## src/include/pllg_params.svh

```systemverilog
`ifndef PLLG_PARAMS_SVH
`define PLLG_PARAMS_SVH

//////////////////////////////////////////////////
// PLL guard sizing
//////////////////////////////////////////////////

// Amplitude and phase sample width
`define PLLG_DATA_W 32

// Log2 of amplitude decimation
// 2 gives one capture every 4 cycles
`define PLLG_DECIM_LOG2 2

// Consecutive in-window phase samples for lock
`define PLLG_LOCK_COUNT 8

// Good cycles before hold is released
`define PLLG_RELEASE_CYCLES 16

// Lock-run and release counter width
// Must hold both counts above
`define PLLG_CNT_W 5

`endif
```

## src/hdl/pllg_state_pkg.sv

```systemverilog
`default_nettype none

//////////////////////////////////////////////////
// Control encodings of the PLL guard
//////////////////////////////////////////////////

package pllg_state_pkg;

    // Hold controller states
    typedef enum logic [1:0] {
        GUARD_HOLD   = 2'd0,
        GUARD_SETTLE = 2'd1,
        GUARD_TRACK  = 2'd2
    } guard_state_t;

    // Bit 0 amplitude low, bit 1 phase unlocked
    typedef enum logic [1:0] {
        REASON_NONE         = 2'd0,
        REASON_AMP_LOW      = 2'd1,
        REASON_PHASE_UNLOCK = 2'd2,
        REASON_BOTH         = 2'd3
    } hold_reason_t;

endpackage

`default_nettype wire

```

## src/hdl/pllg_types_pkg.sv

```systemverilog
`default_nettype none

`include "pllg_params.svh"

//////////////////////////////////////////////////
// Data types of the PLL guard
//////////////////////////////////////////////////

package pllg_types_pkg;

    // Unsigned resonator amplitude or its threshold
    typedef logic [`PLLG_DATA_W-1:0] amp_t;

    // Phase error in two's complement
    // Interpreted as signed inside the RTL
    typedef logic [`PLLG_DATA_W-1:0] phase_t;

    // Non-negative half width of the phase window
    typedef logic [`PLLG_DATA_W-1:0] phase_lim_t;

    // Lock-run and release counters
    typedef logic [`PLLG_CNT_W-1:0] run_cnt_t;

endpackage

`default_nettype wire

```

## src/hdl/pllg_top.sv

```systemverilog
`timescale 1ns/100ps
`default_nettype none

module pllg_top
(
    input  logic                        aclk,
    input  logic                        rst_n,
    input  pllg_types_pkg::amp_t         amp_data,
    input  logic                        amp_valid,
    input  pllg_types_pkg::amp_t         amp_thr,
    input  pllg_types_pkg::phase_t       phase_data,
    input  logic                        phase_valid,
    input  pllg_types_pkg::phase_lim_t   phase_limit,
    output logic                        hold,
    output pllg_state_pkg::hold_reason_t hold_reason
);

    // Amplitude at or below threshold
    logic amp_low;

    // Phase error settled inside its window
    logic phase_locked;

    //////////////////////////////////////////////////
    // Lock checks
    //////////////////////////////////////////////////

    amplitude_good i_amplitude_good
    (
        .aclk      (aclk),
        .rst_n     (rst_n),
        .amp_data  (amp_data),
        .amp_valid (amp_valid),
        .amp_thr   (amp_thr),
        .amp_low   (amp_low)
    );

    phase_window_lock i_phase_window_lock
    (
        .aclk         (aclk),
        .rst_n        (rst_n),
        .phase_data   (phase_data),
        .phase_valid  (phase_valid),
        .phase_limit  (phase_limit),
        .phase_locked (phase_locked)
    );

    // Freezes the loop controllers on either failure
    hold_controller i_hold_controller
    (
        .aclk         (aclk),
        .rst_n        (rst_n),
        .amp_low      (amp_low),
        .phase_locked (phase_locked),
        .hold         (hold),
        .hold_reason  (hold_reason)
    );

endmodule

`default_nettype wire

```

## src/hdl/hold_controller.sv

```systemverilog
`timescale 1ns/100ps
`default_nettype none

`include "pllg_params.svh"

module hold_controller
(
    input  logic                        aclk,
    input  logic                        rst_n,
    input  logic                        amp_low,
    input  logic                        phase_locked,
    output logic                        hold,
    output pllg_state_pkg::hold_reason_t hold_reason
);

    // Settle count on which TRACK is entered
    localparam pllg_types_pkg::run_cnt_t REL_LAST =
        pllg_types_pkg::run_cnt_t'(`PLLG_RELEASE_CYCLES - 1);

    pllg_state_pkg::guard_state_t state;
    pllg_state_pkg::guard_state_t state_nxt;

    // Good cycles spent in SETTLE
    pllg_types_pkg::run_cnt_t rel_cnt;

    // Both checks happy this cycle
    logic both_good;

    // Failure bits straight from the checks
    pllg_state_pkg::hold_reason_t reason_nxt;

    assign both_good = !amp_low && phase_locked;

    // Bit 1 phase, bit 0 amplitude
    assign reason_nxt = pllg_state_pkg::hold_reason_t'({!phase_locked, amp_low});

    //////////////////////////////////////////////////
    // Next state
    //////////////////////////////////////////////////

    always_comb
    begin
        state_nxt = state;
        unique case (state)
            pllg_state_pkg::GUARD_HOLD:
                if (both_good)
                    state_nxt = pllg_state_pkg::GUARD_SETTLE;
            pllg_state_pkg::GUARD_SETTLE:
                // Any failure drops straight back
                if (!both_good)
                    state_nxt = pllg_state_pkg::GUARD_HOLD;
                else if (rel_cnt == REL_LAST)
                    state_nxt = pllg_state_pkg::GUARD_TRACK;
            pllg_state_pkg::GUARD_TRACK:
                if (!both_good)
                    state_nxt = pllg_state_pkg::GUARD_HOLD;
            default:
                state_nxt = pllg_state_pkg::GUARD_HOLD;
        endcase
    end

    //////////////////////////////////////////////////
    // Registers and outputs
    //////////////////////////////////////////////////

    always_ff @(posedge aclk)
    begin
        if (!rst_n)
        begin
            state       <= pllg_state_pkg::GUARD_HOLD;
            rel_cnt     <= '0;
            hold        <= 1'b1;
            hold_reason <= pllg_state_pkg::REASON_BOTH;
        end
        else
        begin
            state <= state_nxt;
            // Settle count restarts outside a good SETTLE
            if ((state == pllg_state_pkg::GUARD_SETTLE) && both_good)
                rel_cnt <= rel_cnt + 1'b1;
            else
                rel_cnt <= '0;
            // Loop runs free only in TRACK
            hold        <= (state_nxt != pllg_state_pkg::GUARD_TRACK);
            hold_reason <= reason_nxt;
        end
    end

    a_hold_low_only_in_track: assert property (
        @(posedge aclk) disable iff (!rst_n)
        !hold |-> (state == pllg_state_pkg::GUARD_TRACK)
    ) else $error("hold released outside GUARD_TRACK");

    // Tracking with a pending failure would be a missed hold
    a_track_has_no_reason: assert property (
        @(posedge aclk) disable iff (!rst_n)
        (state == pllg_state_pkg::GUARD_TRACK) |-> (hold_reason == pllg_state_pkg::REASON_NONE)
    ) else $error("hold_reason set while in GUARD_TRACK");

endmodule

`default_nettype wire

```

## src/hdl/phase_window_lock.sv

```systemverilog
`timescale 1ns/100ps
`default_nettype none

`include "pllg_params.svh"

module phase_window_lock
(
    input  logic                      aclk,
    input  logic                      rst_n,
    input  pllg_types_pkg::phase_t     phase_data,
    input  logic                      phase_valid,
    input  pllg_types_pkg::phase_lim_t phase_limit,
    output logic                      phase_locked
);

    // Run length that counts as locked
    localparam pllg_types_pkg::run_cnt_t LOCK_RUN =
        pllg_types_pkg::run_cnt_t'(`PLLG_LOCK_COUNT);

    // Last count before lock is reached
    localparam pllg_types_pkg::run_cnt_t LOCK_LAST =
        pllg_types_pkg::run_cnt_t'(`PLLG_LOCK_COUNT - 1);

    // Sign of the error
    logic phase_neg;

    // Unsigned magnitude of the error
    // Full scale negative maps onto the top bit
    pllg_types_pkg::phase_lim_t phase_mag;

    // Sample lies inside the symmetric window
    logic in_window;

    // Consecutive in-window valid samples
    pllg_types_pkg::run_cnt_t run_cnt;

    //////////////////////////////////////////////////
    // Window compare
    //////////////////////////////////////////////////

    assign phase_neg = ($signed(phase_data) < 0);

    // Two's complement negate on negative error
    assign phase_mag = phase_neg ? (~phase_data + 1'b1) : phase_data;

    // Edge of the window still counts as inside
    assign in_window = (phase_mag <= phase_limit);

    //////////////////////////////////////////////////
    // Lock qualifier
    //////////////////////////////////////////////////

    always_ff @(posedge aclk)
    begin
        if (!rst_n)
        begin
            run_cnt      <= '0;
            phase_locked <= 1'b0;
        end
        else if (phase_valid)
        begin
            if (in_window)
            begin
                // Count saturates at the lock run
                if (run_cnt != LOCK_RUN)
                    run_cnt <= run_cnt + 1'b1;
                // Lock together with the last counted sample
                if (run_cnt >= LOCK_LAST)
                    phase_locked <= 1'b1;
            end
            else
            begin
                // Any miss restarts the run
                run_cnt      <= '0;
                phase_locked <= 1'b0;
            end
        end
    end

    // Lock is never shown without a full run behind it
    a_lock_needs_full_run: assert property (
        @(posedge aclk) disable iff (!rst_n)
        phase_locked |-> (run_cnt == LOCK_RUN)
    ) else $error("phase_locked high with run counter short of lock count");

endmodule

`default_nettype wire

```

## src/hdl/amplitude_good.sv

```systemverilog
`timescale 1ns/100ps
`default_nettype none

`include "pllg_params.svh"

module amplitude_good
(
    input  logic                aclk,
    input  logic                rst_n,
    input  pllg_types_pkg::amp_t amp_data,
    input  logic                amp_valid,
    input  pllg_types_pkg::amp_t amp_thr,
    output logic                amp_low
);

    localparam int DECIM_W = `PLLG_DECIM_LOG2;

    // Counter value on which the inputs are taken
    localparam logic [DECIM_W-1:0] CAPT_PHASE = 1;

    // Free-running decimation counter
    logic [DECIM_W-1:0] decim_cnt;

    // Captured amplitude and threshold pair
    pllg_types_pkg::amp_t amp_r;
    pllg_types_pkg::amp_t thr_r;

    // Set for one cycle after a capture
    logic capt_q;

    //////////////////////////////////////////////////
    // Decimated capture
    //////////////////////////////////////////////////

    always_ff @(posedge aclk)
    begin
        if (!rst_n)
        begin
            decim_cnt <= '0;
            capt_q    <= 1'b0;
        end
        else
        begin
            // Advances every cycle and wraps
            decim_cnt <= decim_cnt + 1'b1;
            capt_q    <= (decim_cnt == CAPT_PHASE) && amp_valid;
        end
    end

    // Amplitude and threshold sampled together
    always_ff @(posedge aclk)
    begin
        if ((decim_cnt == CAPT_PHASE) && amp_valid)
        begin
            amp_r <= amp_data;
            thr_r <= amp_thr;
        end
    end

    //////////////////////////////////////////////////
    // Threshold compare
    //////////////////////////////////////////////////

    // Good only when strictly above threshold
    // Low is the safe value out of reset
    always_ff @(posedge aclk)
    begin
        if (!rst_n)
            amp_low <= 1'b1;
        else if (capt_q)
            amp_low <= !(amp_r > thr_r);
    end

    // Output may only move on the cycle after a capture
    a_amp_low_after_capture: assert property (
        @(posedge aclk) disable iff (!rst_n)
        $changed(amp_low) |-> $past(capt_q)
    ) else $error("amp_low changed without a preceding capture");

endmodule

`default_nettype wire

```

## config.mk

```make
export PLATFORM = sky130hd
export DESIGN_NAME = pllg_top
export DESIGN_NICKNAME = d
export VERILOG_FILES = /design/src/hdl/pllg_state_pkg.sv /design/src/hdl/pllg_types_pkg.sv /design/src/hdl/pllg_top.sv /design/src/hdl/hold_controller.sv /design/src/hdl/phase_window_lock.sv /design/src/hdl/amplitude_good.sv
export VERILOG_INCLUDE_DIRS = /design/src /design/src/include
export SDC_FILE = /design/constraint.sdc
export NUM_CORES = 1
export LEC_CHECK = 0
export BUFFER_PORTS_ARGS = -buffer_cell sky130_fd_sc_hd__buf_2
export CAP_MARGIN = 20
export CORE_AREA = 2 2 104 146
export CTS_CLUSTER_SIZE = 28
export DETAILED_ROUTE_END_ITERATION = 6
export DIE_AREA = 0 0 106 148
export PLACE_DENSITY = 0.62
export SLEW_MARGIN = 10
export SYNTH_ARGS = -nofsm -noshare
export SYNTH_HDL_FRONTEND = slang
export SYNTH_SLANG_ARGS = --single-unit
```

## constraint.sdc

```tcl
create_clock -name aclk -period 5.2 [get_ports aclk]
set_clock_uncertainty 0.05 [all_clocks]
set_input_delay 1.04 -clock aclk [delete_from_list [all_inputs] [get_ports aclk]]
set_output_delay 1.04 -clock aclk [all_outputs]
set_load 0.02 [all_outputs]
```

# ---- Word level (Yosys, flattened, before mapping)
# Cells that the tools add are included.
dict set report classes {
  add_sub_neg 4
  mul 0
  div 0
  n_lt_le_gt_ge 4
  eq_ne 8
  shift 0
  mux 10
  bitwise 1
  reduce_logical 10
}
# op n
set op_table {}
lappend op_table {{$add 32x1->32 const B} 1}
lappend op_table {{$gt 32x32->1} 1}
lappend op_table {{$le 32x32->1} 1}
lappend op_table {{$lt 32x1->1 const B} 1}
lappend op_table {{$mux 32} 1}
lappend op_table {{$not 32->32} 1}
lappend op_table {{$add 5x1->5 const B} 2}
lappend op_table {{$mux 5} 2}
lappend op_table {{$mux 2} 4}
lappend op_table {{$ne 2x2->1 const B} 3}
lappend op_table {{$pmux 2 s3} 1}
lappend op_table {{$reduce_and 2->1} 3}
lappend op_table {{$eq 5x4->1 const B} 1}
lappend op_table {{$ge 5x3->1 const B} 1}
lappend op_table {{$ne 5x4->1 const B} 1}
lappend op_table {{$eq 2x1->1 const B} 2}
lappend op_table {{$logic_and 1x1->1} 3}
lappend op_table {{$logic_not 1->1} 3}
lappend op_table {{$add 2x1->2 const B} 1}
lappend op_table {{$eq 2x2->1 const B} 1}
lappend op_table {{$logic_not 2->1} 1}
lappend op_table {{$mux 1} 2}
dict set report totals {
  reg_bits 84
  latchBits 0
  mem_bits_rw 0
  rom_bits 0
  in_bits 132
  output_inout_bits 3
  elab_cells 48
  memories 0
}

# ---- Depth between registers and ports, before layout
# Gate-level depths: netlist (run 1).
dict set report logic_depth {
  depth_word 6
  ltp_mapped 17
  depth_no_buf 17
}

# ---- By module
# A second synthesis (run 1) with hierarchy kept.
dict set report unflattened {
  hier_cells 457
  area_unflattened_um2 5007.3
}
# module n_inst cells_per_inst area_each_um2 seq_area_each_um2
set by_module_without_submodules {}
lappend by_module_without_submodules {amplitude_good 1 192 2896.5 2001.9}
lappend by_module_without_submodules {phase_window_lock 1 234 1769.2 120.1}
lappend by_module_without_submodules {hold_controller 1 31 341.6 200.2}

# ---- Worst setup path before layout (run 1)
# No wires, ideal clock.
dict set report synth_path {
  path_type {input -> register}
  start {in phase_data[1]}
  end {reg i_phase_window_lock.run_cnt[1]}
  setup_time_ns 0.141
  arrival_time_ns 5.242
  required_time_ns 5.009
  path_slack_ns -0.234
  stages 14
  n_path_buf 0
  path_cell_list {or3_2 -> or3_4 -> or3_4 -> or4_4 -> or2_4 -> o41ai_4 -> xnor2_1 -> ha_1 -> nand4_1 -> or4_1 -> a311oi_1 -> nor2_1 -> o21ai_0 -> o22ai_1}
}
dict set report synth_via {
  elab_chain_cells 6
  word_cells_on_any_way 8
  cone_classes {add/sub: 1; order compare: 2; eq/ne: 1; mux: 2; bitwise: 1; reduce/logical: 1}
}
# item line_no
set synth_rtl {}
lappend synth_rtl {{start, declared} pllg_top.sv:11} ;# input pllg_types_pkg::phase_t phase_data,
lappend synth_rtl {{$not 32->32} phase_window_lock.sv:44} ;# assign phase_mag = phase_neg ? (~phase_data + 1'b1) : phase_data;
lappend synth_rtl {{$add 32x1->32} phase_window_lock.sv:44}
lappend synth_rtl {{$mux 32 (*)} phase_window_lock.sv:44}
lappend synth_rtl {{$le 32x32->1 (*)} phase_window_lock.sv:47} ;# assign in_window = (phase_mag <= phase_limit);
lappend synth_rtl {{$ne 2x2->1 (no line)} n/a}
lappend synth_rtl {{$reduce_and 2->1 (no line)} n/a}
lappend synth_rtl {{end signal, assigned} phase_window_lock.sv:66} ;# run_cnt <= run_cnt + 1'b1;
lappend synth_rtl {{end, declared} phase_window_lock.sv:35} ;# pllg_types_pkg::run_cnt_t run_cnt;
# Every way passes the cells marked *; elsewhere a longest branch is shown, timed or not.
# A chain may end at the register's enable or synchronous reset.

# ---- Worst setup path in the final report (run 1)
dict set report layout_path {
  start {in phase_data[3]}
  end {reg i_phase_window_lock.run_cnt[1]}
}
# Same word-level chain as after synthesis.

==> results.yml, run 1 <==
drt:
  drt_iter0_markers: 129
  wl_per_cell_um: 13.7
  vias: 3890
  drc: 0
  viasPerCell: 4.77
  ant_nets: 0
  wl_um: 11200
  first_pass_iters: 4
logic_synthesis:
  synthXorXnorAreaFrac: 0.0564
  synthCells: 460
  ys_ff_latch: 84
  postSynthAreaPerCell_um2: 10.8
  yosysTopAreaCellShare: 0.387
  synth_simple_gate_area_frac: 0.122
  yosys.area.top_type: "edfxtp_1"
  ys_seq_area_frac: 0.468
  synth_flop_cell: "edfxtp_1"
  yosysWarnings: 0
  synthTopCellsByArea: "edfxtp_1, ha_1, dfxtp_1"
  syn_area_um2: 4970
  synth_edf_count: 64
  yosysUniqueCellTypes: 50
  synth_compound_area_frac: 0.114
  syn-num-nets: 662
  synth_fa_ha_area_frac: 0.176
  synth_top_family_by_area: "adder cells"
  ys_async_sr_fraction: 0
  muxShareOfSynthArea: 0.00202
status:
  status: "completed"
setup_path:
  rr_endpoint: "i_amplitude_good.amp_low"
  r2r_start: "i_amplitude_good.amp_r[17]"
  crit_fanout: 5
  r2r_cells: 8
  worstPathRequired_ns: 5.40
  cp.arrival_ns: 5.26
  start_kind: "input pin"
  crit_type: "in2reg"
  ff2ff_setup_slack_ns: 2.86
  critPathCaptureType: "flop"
  crit_path_start: "phase_data[3]"
finish:
  fin_cells: 816
  final_cell_mix: "buf_2, inv_1, ha_1, edfxtp_1, xnor2_1"
  nets: 824
  fillerInstances: 1395
  areaGrowthSynthToFinish_pct: 27.5
  n_antenna_cell: 0
  layout_commonest_cell: "buf_2"
  final_layout_size_suffix_gt1_frac: 0.301
sta:
  final.period_utilization: 0.974
  rsz0062_at_grt: "false"
  finalWorstPathRequiredPeriod_ns: 5.06
  report.final.hold_viol_count: 0
  relSlewSlack: 0.365
  max_freq_mhz: 197
  tns_ns: 0
  worst_slew_pin_slew_ns: 0.952
  finalSetupViolCount: 0
  slew_violations: 0
placed_design:
  dp_cells: 800
  gp_congestion: 0.816
  place_hpwl_um: 9220
  port_buffers: 134
global_routing:
  grt_max_degree: 41
  grtUsageTotal: 0.142
  antenna_found_initial: 2
  grt_pass1_vias: 3955
  grt-ovfl-total: 0
  grt_first_pass_wirelength_um: 17700
hold_path:
  hp-class: "reg2reg"
  hold_path_depth: 1
  min_to: "i_amplitude_good.decim_cnt[0]"
  hp-start: "i_amplitude_good.decim_cnt[0]"
clocking:
  clkTransAtPathRegs_ns: 0.06
  cts_sinks: 84
  cts_tree: "done"
  clk_latency_ns: 0.33
  cts_root_buffer: "clkbuf_16"
  htree_levels: 3
  numCtsBuffers: 9
  cts.path.max_buffers: 2
power:
  report.power.total_uw: 1640
  power_density_nw_per_um2: 259
  power.leakage_uw: 0.00290
  ir_drop_mv: 0.196
floorplan:
  core_um2: 14400
  die_y_um: 148
  start_util: 0.345
  ios: 135
  std_cell_rows: 52
  die_x_um: 106
  fp.dieArea_um2: 15700
run:
  max-cap-violations: 0
-- state kept, by name, indices dropped and copies added (netlist names) --
name,cells
i_amplitude_good.amp_r,32
i_hold_controller.hold_reason,2
i_phase_window_lock.run_cnt,5
i_hold_controller.rel_cnt,5
i_amplitude_good.thr_r,32
i_amplitude_good.amp_low,1
i_amplitude_good.capt_q,1
i_hold_controller.hold,1
i_hold_controller.state,2
i_amplitude_good.decim_cnt,2
i_phase_window_lock.phase_locked,1
-- power by group --
group          leakage, µW  internal, µW  switching (µW)
clock             0.000151           378             245
sequential        0.000751           751            8.71
combinational      0.00200           126             133
total              0.00290          1250             387
-- worst max-delay path by stage --
stage	end	cells past startpoint
global placement	i_phase_window_lock.run_cnt[1]	16
detailed placement	i_phase_window_lock.run_cnt[1]	16
global route	i_phase_window_lock.run_cnt[1]	16
finish	i_phase_window_lock.run_cnt[1]	16
CTS	i_phase_window_lock.run_cnt[1]	16
floorplan	i_phase_window_lock.run_cnt[1]	14
-- worst max-delay path: stages --
cell	delay [ns]
buf_2	0.11
or4_4	0.54
or3_4	0.35
or3_4	0.39
or4_4	0.49
or2_4	0.28
o41ai_4	0.22
xnor2_1	0.11
ha_1	0.30
nand4_1	0.11
or4_4	0.52
o21bai_1	0.18
o22ai_2	0.12
nor2_2	0.21
o21ai_2	0.10
o22ai_1	0.18
-- cell usage after synthesis, drive strengths merged (2+ instances only) --
cell     count
inv         75
ha          70
edfxtp      64
xnor2       28
nand2       25
o21ai       25
nor2        22
dfxtp       20
a21oi       18
nand4       13
o31ai       10
nand3        8
or3          8
or4          8
a21o         7
nand2b       7
nor2b        5
and3         4
o41ai        4
xor2         4
a221oi       3
clkbuf       3
o22ai        3
a2111oi      2
a211oi       2
a32oi        2
and2         2
and4         2
nor3         2
-- metal layers --
layer / part of all wire / global-route usage
met1: 0.40 / 0.154
met2: 0.51 / 0.263
met3: 0.081 / 0.0450
met4: 0.011 / 0.0428
met5: 0.0012 / 0
-- final cells by class --
type	instances	area, µm²	share of cell area
Multi-Input combinational cell	298	2370	0.374
Sequential cell	84	2320	0.367
Timing Repair Buffer	154	821	0.130
Clock buffer	13	282	0.0445
Inverter	75	282	0.0445
Tap cell	189	236	0.0373
Clock inverter	3	18.8	0.00296
-- what timing repair did --
| item | CTS | global route |
|---|---|---|
| hold buffers | 0 | 0 |
| setup buffers | 0 | 0 |
| gates resized for setup | 1 | 4 |
| setup endpoints to repair | 1 | 6 |
| pin swaps | 1 | 1 |
-- logic make-up after synthesis --
family / count (synthesis)
xor gates and xnor gates: 32
AOI/OAI and AO/OA: 85
buffers and inverters: 78
DFF: 84
and+or+nand+nor: 110
muxes: 1
adders and majority gates: 70
-- through the flow --
stage	worst slack [ns]	util	hold WS [ns]	cell area, µm²
6_report	0.136	0.440	0.365	6330
5_1_grt	0.00329	0.440	0.408	6330
4_1_cts	0.000152	0.439	0.372	6320
3_5_place_dp	-0.348	0.418	0.363	6020
3_3_place_gp	-0.226	0.418	0.357	6020
2_1_floorplan	0.0415	-	0.349	4980
Power figures use the tool's default switching activity.
==> run 2: changes to the inputs <==
CORE_AREA = 2 2 112 158   (was 2 2 104 146)
DIE_AREA = 0 0 114 160   (was 0 0 106 148)
PLACE_DENSITY = 0.55   (was 0.62)
==> run 2 against run 1 <==
  * Clock-buffer cell count decreased by 4
  * Critical path depth decreased by 1
  * Largest cell class unchanged
  * Sequential power about the same
  * Sequential share of layout area decreased by 0.39 points
  * Critical endpoint unchanged
  * Highest routed layer unchanged
  * Critical path type unchanged
==> results.yml, run 2 (synthesized netlist as in run 1, its figures left out) <==
floorplan:
  die_y_um: 160
  fp.dieArea_um2: 18200
  start_util: 0.293
  std_cell_rows: 57
  ios: 135
  core_um2: 17000
  die_x_um: 114
setup_path:
  worstPathRequired_ns: 5.34
  start_kind: "input pin"
  crit_type: "in2reg"
  cp_top_family: "simple AND/OR/NAND/NOR gates"
  slowest_stage: "or4_4"
  worstPathBufferInverterCount: 1
  max_stage_delay_ns: 0.61
  critPathCaptureType: "flop"
  crit_path_cell_trace: "buf_2, or4_4, or3_4, or3_4, or4_4, or2_4, o21ai_1, xnor2_1, ha_1, nand4_1, or4_4, a311oi_4, nor2_4, o21ai_4, o22ai_1"
  crit_fanout: 5
  cp.arrival_ns: 5.26
  crit_top_cell: "or4_4"
clocking:
  cts_tree: "done"
  htree_levels: 3
  post_cts_buffers: 0
  cts_sinks: 84
  cts_root_buffer: "clkbuf_16"
  holdBufCountCts: 0
  cts.path.max_buffers: 2
  numCtsBuffers: 9
  clk_latency_ns: 0.33
  clkTransAtPathRegs_ns: 0.06
placed_design:
  place_hpwl_um: 9400
  place_ws_ns: -0.343
  gp_congestion: 0.782
  port_buffers: 134
  place_area_um2: 6030
global_routing:
  grt_first_pass_wirelength_um: 18100
  grt_max_degree: 35
  grtUsageTotal: 0.124
  grt_pass1_vias: 4043
  antenna_found_initial: 2
  grt-ovfl-total: 0
sta:
  report.final.hold_viol_count: 0
  tns_ns: 0
  max_freq_mhz: 196
  setup_ws_ns: 0.0853
  hold_ws_ns: 0.372
  final.period_utilization: 0.984
  finalWorstPathRequiredPeriod_ns: 5.11
  worst_slew_pin_slew_ns: 0.714
  relSlewSlack: 0.524
  slew_violations: 0
  finalSetupViolCount: 0
run:
  max-cap-violations: 0
finish:
  final_util: 0.377
  nets: 823
  final_cell_mix: "buf_2, inv_1, ha_1, edfxtp_1, xnor2_1"
  final_area_um2: 6400
  n_antenna_cell: 0
  areaGrowthSynthToFinish_pct: 28.9
  fillerInstances: 1700
  final_layout_size_suffix_gt1_frac: 0.307
  layout_commonest_cell: "buf_2"
  top_regs: "i_amplitude_good.amp_r x32, i_amplitude_good.thr_r x32"
status:
  status: "completed"
drt:
  vias: 3936
  ant_nets: 0
  viasPerCell: 4.73
  drt_iter0_markers: 170
  first_pass_iters: 4
  drc: 0
  wl_um: 11400
  wl_per_cell_um: 13.7
power:
  power_density_nw_per_um2: 261
  ir_drop_mv: 0.140
  power.leakage_uw: 0.00290
hold_path:
  hp-class: "reg2reg"
[run 2: changes by cell type in the layout (fill, tap and decap cells not counted), sizes merged]
cell / delta
buf: -1
bufinv: +1
clkbuf: -4
clkinv: -3
clkinvlp: +2
inv: +4
[run 2: path summary, 6_finish.rpt]
kind / from / endpoint / slack, ns / depth (start not counted)
setup / recovery: phase_data[3] / i_phase_window_lock.run_cnt[1] / 0.09 / 15
hold / removal: i_amplitude_good.decim_cnt[0] / i_amplitude_good.decim_cnt[0] / 0.37 / 1
setup reg to reg: i_amplitude_good.amp_r[17] / i_amplitude_good.amp_low / 2.95 / 8
hold reg to reg: i_amplitude_good.decim_cnt[0] / i_amplitude_good.decim_cnt[0] / 0.37 / 1
[run 2: layout make-up]
cell class                      instances  area [µm²]  area share
Multi-Input combinational cell        298        2420       0.378
Sequential cell                        84        2320       0.363
Timing Repair Buffer                  153         813       0.127
Clock buffer                            9         225      0.0352
Inverter                               75         282      0.0440
Tap cell                              206         258      0.0403
Clock inverter                          7        80.1      0.0125
[run 2: worst register-to-register path, stage by stage (launching register included)]
cell and delay [ns]:
edfxtp_1 0.37, ha_1 0.30, a21o_1 0.16, a21o_1 0.18
a21o_1 0.18, a221o_1 0.29, a2111oi_0 0.39, nor2_1 0.10
o21ai_0 0.16
[run 2: power breakdown]
| group | switching, µW | internal [µW] |
|---|---|---|
| Combinational | 135 | 127 |
| Sequential | 8.39 | 750 |
| Clock | 270 | 379 |
| Total | 413 | 1260 |
[run 2: stage by stage]
stage,power (µW),cells
2_1_floorplan,918,460
3_3_place_gp,1020,816
3_5_place_dp,1030,816
4_1_cts,1690,832
5_1_grt,1750,832
6_report,1670,832
[run 2: metal layers]
| metal | vias up | wire length [µm] | global-route usage |
|---|---|---|---|
| li1 | 1981 | - | - |
| met1 | 1795 | 4570 | 0.134 |
| met2 | 135 | 5710 | 0.226 |
| met3 | 21 | 819 | 0.0364 |
| met4 | 4 | 250 | 0.0466 |
| met5 | - | 24 | 0 |
[run 2: timing repair]
item / CTS / global route
resized for setup: 0 / 12
setup endpoints to repair: 0 / 6
hold endpoints to repair: 0 / 0
